$ cat config.mk
export PLATFORM = sky130hd
export DESIGN_NAME = exec_stage
export DESIGN_NICKNAME = d
export VERILOG_FILES = /design/src/rv_wb_pkg.sv /design/src/exec_stage.sv
export SDC_FILE = /design/constraint.sdc
export NUM_CORES = 1
export LEC_CHECK = 0
export BUFFER_PORTS_ARGS = -buffer_cell sky130_fd_sc_hd__buf_4
export CAP_MARGIN = 20
export CELL_PAD_IN_SITES_DETAIL_PLACEMENT = 1
export CELL_PAD_IN_SITES_GLOBAL_PLACEMENT = 2
export CORE_MARGIN = 3
export CORE_UTILIZATION = 30
export CTS_BUF_LIST = sky130_fd_sc_hd__clkbuf_4 sky130_fd_sc_hd__clkbuf_8 sky130_fd_sc_hd__clkbuf_16
export DETAILED_ROUTE_END_ITERATION = 8
export PLACE_DENSITY_LB_ADDON = 0.1
export SLEW_MARGIN = 20
export SYNTH_ARGS = -nofsm -noshare
export SYNTH_HDL_FRONTEND = slang
export SYNTH_SLANG_ARGS = --single-unit
$ cat constraint.sdc
create_clock -name clk -period 21.7 [get_ports clk]
set_clock_uncertainty 0.05 [all_clocks]
set_input_delay 2.17 -clock clk [delete_from_list [all_inputs] [get_ports clk]]
set_output_delay 2.17 -clock clk [all_outputs]
set_load 0.03 [all_outputs]
$ cat src/rv_wb_pkg.sv
package rv_wb_pkg;

    localparam int XLEN      = 64;
    localparam int REG_COUNT = 32;

    typedef logic [XLEN-1:0]         xlen_t;      // data word
    typedef logic [4:0]              reg_addr_t;  // x0..x31
    typedef logic signed [31:0]      imm_t;
    typedef logic [XLEN/8-1:0]       byte_mask_t; // one bit per store lane

    typedef enum logic [3:0] {
        op_add,   // rs1 + imm
        op_addw,  // rs1 + imm, low word sign extended
        op_ld,
        op_lw,
        op_lwu,
        op_lh,
        op_sd,
        op_sw,
        op_halt   // stands in for ebreak
    } wb_op_e;

    // decoded command as it enters execute
    typedef struct packed {
        wb_op_e    op;
        reg_addr_t rd;
        reg_addr_t rs1;
        reg_addr_t rs2;
        imm_t      imm;
    } wb_cmd_t;

    typedef struct packed {
        wb_op_e    op;
        reg_addr_t rd;
        xlen_t     sum;         // effective sum, also the address
        xlen_t     store_data;  // rs2 value
    } mem_req_t;

    typedef struct packed {
        wb_op_e    op;
        reg_addr_t rd;
        xlen_t     raw;         // load lane data or sum, not yet extended
    } wb_req_t;

    typedef struct packed {
        reg_addr_t rd;
        logic      wen;
        xlen_t     value;
    } retire_t;

endpackage

$ cat src/exec_stage.sv
module exec_stage import rv_wb_pkg::*; (
    input  logic      clk,
    input  logic      rst_n,
    input  logic      cmd_strobe,
    input  wb_cmd_t   cmd,
    input  xlen_t     rs1_data,
    input  xlen_t     rs2_data,
    input  logic      halted,
    output reg_addr_t rs1_addr,
    output reg_addr_t rs2_addr,
    output logic      mem_strobe,
    output mem_req_t  mem_req
);

    logic  halt_seen;  // a halt already went past this step
    logic  accept;
    xlen_t imm_ext;
    xlen_t sum;

    // operand reads go straight from the incoming command
    assign rs1_addr = cmd.rs1;
    assign rs2_addr = cmd.rs2;

    assign imm_ext = {{(XLEN-32){cmd.imm[31]}}, cmd.imm};
    assign sum     = rs1_data + imm_ext;

    // halted comes back from writeback three cycles late,
    // halt_seen closes the gap until then
    assign accept = cmd_strobe && !halted && !halt_seen;

    always_ff @(posedge clk or negedge rst_n) begin
        if (!rst_n) begin
            mem_strobe <= 1'b0;
            halt_seen  <= 1'b0;
        end else begin
            mem_strobe <= accept;
            if (accept && cmd.op == op_halt) begin
                halt_seen <= 1'b1;  // sticky until reset
            end
        end
    end

    always_ff @(posedge clk) begin
        if (accept) begin
            mem_req.op         <= cmd.op;
            mem_req.rd         <= cmd.rd;
            mem_req.sum        <= sum;
            mem_req.store_data <= rs2_data;
        end
    end

endmodule

Yosys cells after proc, flatten, opt, wreduce, memory -nomap -nowiden
Cells that the tools add are included.
{ "totals": {"mem_bits_rw": 0, "word_cells": 13, "ff_bits": 139, "output_inout_bits": 148, "romBits": 0, "memories": 0, "latch_bits": 0} }
{ "op_classes": {"n_eq_ne": 1, "mux": 0, "n_div": 0, "multipliers": 0, "shift": 0, "n_lt_le_gt_ge": 0, "reduce_logical": 5, "n_bitwise": 0, "add_sub_neg": 1} }
{ "ops": {"columns": ["op", "n"], "rows": [
  ["$add 64x64->64", 1],
  ["$eq 4x4->1 const B", 1],
  ["$logic_and 1x1->1", 3],
  ["$logic_not 1->1", 2]
]} }

Longest topological paths before layout
Gate-level depths: netlist (run 1).
{ "logic_depth": {"depth_word": 4, "depth_mapped": 11, "depth_no_buf": 11} }

Worst setup path after synthesis (run 1)
OpenSTA, ideal clock, no wires.
{ "synth_timing": {"path_kind": "input to register", "start": "input halted", "end": "register mem_strobe", "slack_ns": 8.350, "setup_time_ns": 1.141, "t_arrival_ns": 12.160, "cell_stages": 1, "required_time_ns": 20.509, "path_buffers": 0, "path_cell_list": "nor3b_1"} }
{ "synth_via": {"elab_chain_len": 3} }
{ "synth_rtl": {"columns": ["item", "line_no", "text"], "rows": [
  ["start, declared", "exec_stage.sv:8", "input logic halted,"],
  ["$logic_not 1->1", "exec_stage.sv:29", "assign accept = cmd_strobe && !halted && !halt_seen;"],
  ["$logic_and 1x1->1 (2 in series)", "exec_stage.sv:29", null],
  ["end signal, assigned", "exec_stage.sv:36", "mem_strobe <= accept;"],
  ["end, declared", "exec_stage.sv:11", "output logic mem_strobe,"]
]} }
Every way passes these cells.
A chain may end at the register's enable or synchronous reset.

Worst setup path in the final report (run 1)
{ "layout_timing": {"start": "input cmd[0] in the netlist's numbering", "end": "register mem_req[108] in the netlist's numbering (data pin)"} }
{ "layout_via": {"elab_chain_len": 1} }
{ "layout_rtl": {"columns": ["item", "line_no", "text"], "rows": [
  ["start, declared", "exec_stage.sv:5", "input wb_cmd_t cmd,"],
  ["$add 64x64->64", "exec_stage.sv:25", "assign sum = rs1_data + imm_ext;"],
  ["via sum[44]", "exec_stage.sv:18", "xlen_t sum;"],
  ["end, declared", "exec_stage.sv:12", "output mem_req_t mem_req"]
]} }
The timed path passes the listed nets, and every way through them passes these cells.

==> flow_summary.toml, run 1 <==
[cts]
clk_latency_ns = 0.41
post_cts_buffers = 0
cts-root-buf = "clkbuf_16"
cts_buffer_depth = 2
cts_tree = "yes"
cts-buffers-inserted = 17
post_cts_resized = 0
cts-htree-levels = 4
ctsHoldBuffers = 0
cts.clk_slew.worst_paths_ns = 0.07
clock-sinks = 139

[pwr]
finalPower_mw = 0.849
powerDensity_nw_per_um2 = 75.5
peakVddDrop_v = 0.0000428
p_leak_nw = 4.73

[synthesis]
yosysWarningCount = 0
ys.flop_type = "edfxtp_1"
synth_area_um2 = 8100
synth_cell_types = 75
synth_edf_count = 137
async_flop_share_pct = 1.44
postSynthAreaPerCell_um2 = 11.5
synthesis.nets = 951
synth.yosys.seq_area_share_pct = 51.4
netlist_instances = 704
ys_seq_elements = 139

[min_path]
hp-start = "halt_seen"
holdCritPathClass = "reg2reg"

[grt]
globalRouteOverflowTotal = 0
antenna_found_initial = 1
grt.total_usage_pct = 18.5
grt_pass1_vias = 7037
grt_max_degree = 68
grt_pass1_wl_mm = 41.6

[die]
io_pins = 331
die_x_um = 170
start_util_pct = 30.8
core_area_um2 = 26300
rows = 59
fp.dieH_um = 170
dieArea_um2 = 29000

[drt]
finalWirelength_mm = 27.5
vias = 6694
firstDrtPassIters = 4
drc = 0
ant_nets = 0
drt_iter0_markers = 239
vias_per_cell = 4.95
avgRoutedWirePerCell_um = 20.3

[layout]
postLayoutCoreUtil_pct = 42.8
layout_common_cells = "buf_4 (313), edfxtp_1 (137), a21oi_1 (80)"
final_nets = 1252
area_delta_synth_final_pct = 38.9
mostFrequentLayoutCell = "buf_4"
drive_above_1_share_pct = 36.1
num_antenna_cells = 0

[sta]
fin_crit_sh_pct = 22.6
hold_violations = 0
slew_headroom_pct = 33.1
hold_slack_ns = 0.449
worstMarginPinSlew_ns = 1.00
max_clock_freq_ghz = 0.204
rsz0062_at_grt = "false"
fin_tns_setup_ns = 0
drv_slew = 0
setup_viol = 0
final.min_clock_period_ns = 4.90

[placement]
gp_congestion = 0.770
hpwl_mm = 21.9
io_buffer_count = 310

[critical_path]
r2r_start = "halt_seen"
cp-startpoint = "cmd[0]"
critPathKind = "in2reg"
required_ns = 21.82
start_kind = "input port"
endpoint_kind = "flop"
critPathMaxFanout = 5
arrival_ns = 5.03

[run_status]
status = "complete, no violations"

[run]
maxCapViolCount = 0
[critical path: stages]
cell and delay, ns:
buf_4 0.11, ha_1 0.23, fa_1 0.40, a21oi_1 0.23, nor2_1 0.12, nor4_2 0.46
nor2_1 0.18, a21oi_4 0.24, a21oi_1 0.14, o32ai_1 0.43, o21ai_1 0.15, xor2_1 0.16
[kinds of logic (layout without fill, tap and decap cells)]
logic type               after synthesis  count (layout)  share of synthesized area, %
buffers and inverters                 45             359                          3.26
AO/OA/AOI/OAI                        222             222                          18.1
adder cells (fa/ha/maj)               64              64                          9.98
AND/OR/NAND/NOR                      174             174                          10.8
flip-flops                           139             139                          51.4
XOR/XNOR                              60              60                          6.49
[power breakdown]
group	switching, mW	internal (mW)	leakage, nW	total, mW
clock	0.134	0.164	0.279	0.298
combinational	0.133	0.0904	3.17	0.224
sequential	0.00518	0.322	1.28	0.327
total	0.272	0.576	4.73	0.849
[cell type report]
cell class	instances	area [um^2]
clock buffer	18	433
timing repair buffer	313	2350
inverter	14	52.6
multi-input combinational	520	3670
clock inverter	14	153
tap	335	419
fill	2930	15000
sequential	139	4160
[registers in the layout, indices dropped and copies added, names as in the netlist]
register / flops
mem_strobe: 1
halt_seen: 1
mem_req: 137
[final timing paths]
| path | end | slack, ns | cells after the start |
|---|---|---|---|
| worst max-delay path | mem_req[108] | 16.80 | 12 |
| worst min-delay path | halt_seen | 0.45 | 1 |
| worst max register to register | mem_req[85] | 19.79 | 2 |
| worst min register to register | halt_seen | 0.45 | 1 |
| max in group asynchronous | halt_seen | 20.03 | 1 |
| min in group asynchronous | mem_strobe | 1.48 | 1 |
[metal layers]
layer | vias to the layer above | global-route usage, % | routed length [um]
met5 | - | 0 | 7
met4 | 2 | 3.81 | 277
met3 | 32 | 4.44 | 1830
met2 | 225 | 31.6 | 13200
met1 | 3153 | 24.0 | 12200
li1 | 3282 | - | -
[through the flow]
| stage | area (um^2) | instances | worst slack [ns] |
|---|---|---|---|
| after global placement | 10700 | 1321 | 16.47 |
| after floorplan | 8100 | 704 | 8.35 |
| after detailed placement | 10700 | 1321 | 16.39 |
| final | 11200 | 1353 | 16.80 |
| after global routing | 11200 | 1353 | 16.59 |
| after CTS | 11200 | 1353 | 16.83 |
[synthesized netlist by cell type, types with 3 or more instances]
master	n	share of area, %
inv_1	14	0.65
o21ai_1	14	0.87
and2_1	3	0.23
xnor2_1	38	4.1
xor2_1	22	2.4
clkbuf_1	11	0.51
a31oi_1	7	0.54
buf_4	12	1.1
nor2b_1	6	0.46
and3_1	7	0.54
edfxtp_1	137	51
nor3b_1	3	0.28
a41oi_1	3	0.32
nand3_1	18	1.1
ha_1	63	9.7
o21a_1	5	0.46
a21o_1	34	3.2
a21oi_1	80	4.9
o21bai_1	12	1.1
nand2b_1	4	0.31
nor2_1	40	1.9
nand2_1	47	2.2
a21boi_0	3	0.28
a211oi_1	3	0.28
buf_6	5	0.70
nand3b_1	4	0.37
o211ai_1	3	0.28
nand4_1	18	1.4
o21ai_0	27	1.7
nor3_1	6	0.37
(Power assumes the default switching activity.)
==> run 2: changes to the inputs <==
Settings changed: ABC_AREA set to 1, CORE_UTILIZATION 30 to 28.
Clock period 21.7 ns to 5.05 ns, I/O delays scaled along.
==> flow_summary.toml, run 2 <==
[critical_path]
critPathSlowestCell = "fa_1"
path_cells = "buf_4, ha_1, fa_1, nand3_1, nand3_2, nand2_1, nand2_1, nand2_1, nand2_1, nand2_1, nand2_2, nand2_1, nand2_1, nand2_1, nand2_1"
cp_common_cell = "nand2_1"
cpPeakStageDelay_ns = 0.51
start_kind = "input port"
arrival_ns = 2.61
required_ns = 5.20
critPathKind = "in2reg"
endpoint_kind = "flop"
critPathMaxFanout = 4

[synthesis]
synth_cell_types = 25
synth_xor_area_share_pct = 2.75
synth.most_common_cell = "nand2_1"
synth_fa_ha_area_share_pct = 7.92
synth.area.top_cells = "edfxtp_1 (40%), nand2_1 (22%), inv_1 (12%)"
synth_top_family_by_area = "simple AND/OR/NAND/NOR gates"
synth_area_leader_cell = "edfxtp_1"
synthSimpleGateAreaFrac_pct = 33.5
synth.cells.most_frequent = "nand2_1 (592), inv_1 (320), edfxtp_1 (137), nor2_1 (103), ha_1 (63)"
synth_compound_area_share_pct = 2.43
ys_seq_elements = 139
postSynthAreaPerCell_um2 = 7.10
synth_area_um2 = 10200
synth_mux_area_share_pct = 0
ys.flop_type = "edfxtp_1"
synth.top_cell.area_share_pct = 40.3
synth_edf_count = 137
yosysWarningCount = 0
netlist_instances = 1438
synth.yosys.seq_area_share_pct = 40.8
async_flop_share_pct = 1.44
synthesis.nets = 1685

[layout]
layout_common_cells = "nand2_1 (592), inv_1 (320), buf_4 (311)"
seq_area_um2 = 4160
num_antenna_cells = 0
drive_above_1_share_pct = 22.6
final_nets = 2007
top_register = "mem_req"
multiInputGateArea_um2 = 4770
largest_reg_flops = 137
area_delta_synth_final_pct = 34.3
final.fill_count = 4471
mostFrequentLayoutCell = "nand2_1"
top_regs = "mem_req (137), halt_seen (1), mem_strobe (1)"
fin_area_um2 = 13700

[cts]
ctsHoldBuffers = 1
cts-htree-levels = 4
cts-root-buf = "clkbuf_16"
post_cts_resized = 0
cts_tree = "yes"
post_cts_buffers = 0
cts-buffers-inserted = 17
cts_buffer_depth = 2
clock-sinks = 139
cts.clk_slew.worst_paths_ns = 0.08
clk_latency_ns = 0.44

[run_status]
status = "complete, no violations"

[die]
fp.dieH_um = 197
start_util_pct = 28.5
io_pins = 331
rows = 69
core_area_um2 = 35700
die_x_um = 197
dieArea_um2 = 38800

[drt]
firstDrtPassIters = 4
finalWirelength_mm = 40.4
drc = 0
avgRoutedWirePerCell_um = 18.1
ant_nets = 0
drt_iter0_markers = 363
vias = 9762
vias_per_cell = 4.37

[sta]
slew_headroom_pct = 60.3
drv_slew = 0
worstMarginPinSlew_ns = 0.595
fin_crit_sh_pct = 48.6
setup_viol = 0
hold_violations = 0
hold_slack_ns = 0.179
fin_ws_ns = 2.59
fin_tns_setup_ns = 0
final.min_clock_period_ns = 2.46
max_clock_freq_ghz = 0.407
rsz0062_at_grt = "false"

[grt]
antenna_found_initial = 1
grt_pass1_vias = 10270
grt_pass1_wl_mm = 60.5
globalRouteOverflowTotal = 0
grt_max_degree = 106
grt.total_usage_pct = 20.9

[pwr]
peakVddDrop_v = 0.000236
p_leak_nw = 7.39
powerDensity_nw_per_um2 = 288

[placement]
dpl_cell_area_um2 = 13100
io_buffer_count = 310
hpwl_mm = 34.7
post-place-ws_ns = 2.12
gp_congestion = 0.871

[min_path]
holdCritPathClass = "in2reg"

[run]
maxCapViolCount = 0
run 2: cell count changes after synthesis, sizes merged, moves of 34 or more:
cell   before  now
a21o       34    0
a21oi      81   41
inv        14  321
nand2      48  616
nand3      18   59
nor2       41  120
o21ai      42    2
xnor2      38    1
run 2: kinds of logic (layout without fill, tap and decap cells):
logic type	after synthesis	in the layout
simple gates	825	825
buf+inv	331	666
compound gates	47	47
fa+ha+maj	64	64
xor+xnor	32	32
flops	139	139
run 2: final timing paths:
check | startpoint | slack, ns | to | depth (start not counted)
hold / removal | rs2_data[62] | 0.18 | mem_req[62] | 1
setup reg to reg | halt_seen | 3.41 | mem_req[89] | 2
min in group asynchronous | rst_n | 0.35 | mem_strobe | 2
setup / recovery | cmd[0] | 2.59 | mem_req[110] | 15
hold reg to reg | halt_seen | 0.52 | halt_seen | 1
max in group asynchronous | rst_n | 4.51 | halt_seen | 2
run 2: cell type report:
type,instances,area share (%)
multi-input combinational,968,34.8
clock buffer,17,3.10
sequential,139,30.4
tap,461,4.21
inverter,321,8.79
timing repair buffer,313,17.3
clock inverter,15,1.42
run 2: metrics by stage:
stage	util [%]	cells	power, mW
final	38.3	2234	3.94
after global routing	38.3	2234	4.17
after CTS	38.3	2234	4.01
after detailed placement	36.6	2201	2.60
after global placement	36.6	2201	2.58
after floorplan	-	1438	2.15
run 2: critical path, delay by kind of cell:
kind	cells	cell delay, ns
buffers and inverters	1	0.11
adder cells (fa/ha/maj)	2	0.76
AND/OR/NAND/NOR	12	1.23
run 2: metal layers:
metal  vias to the layer above  global-route usage [%]  routed length (um)
li1                       5022                       -                   -
met2                       239                    35.7               19100
met1                      4477                    27.4               18600
met3                        24                    4.51                2230
met4                         0                    4.54                 566
met5                         -                       0                   0
run 2: power by group:
group | switching, mW | internal [mW]
Clock | 0.621 | 0.760
Combinational | 0.745 | 0.393
Sequential | 0.0294 | 1.39
Total | 1.40 | 2.54
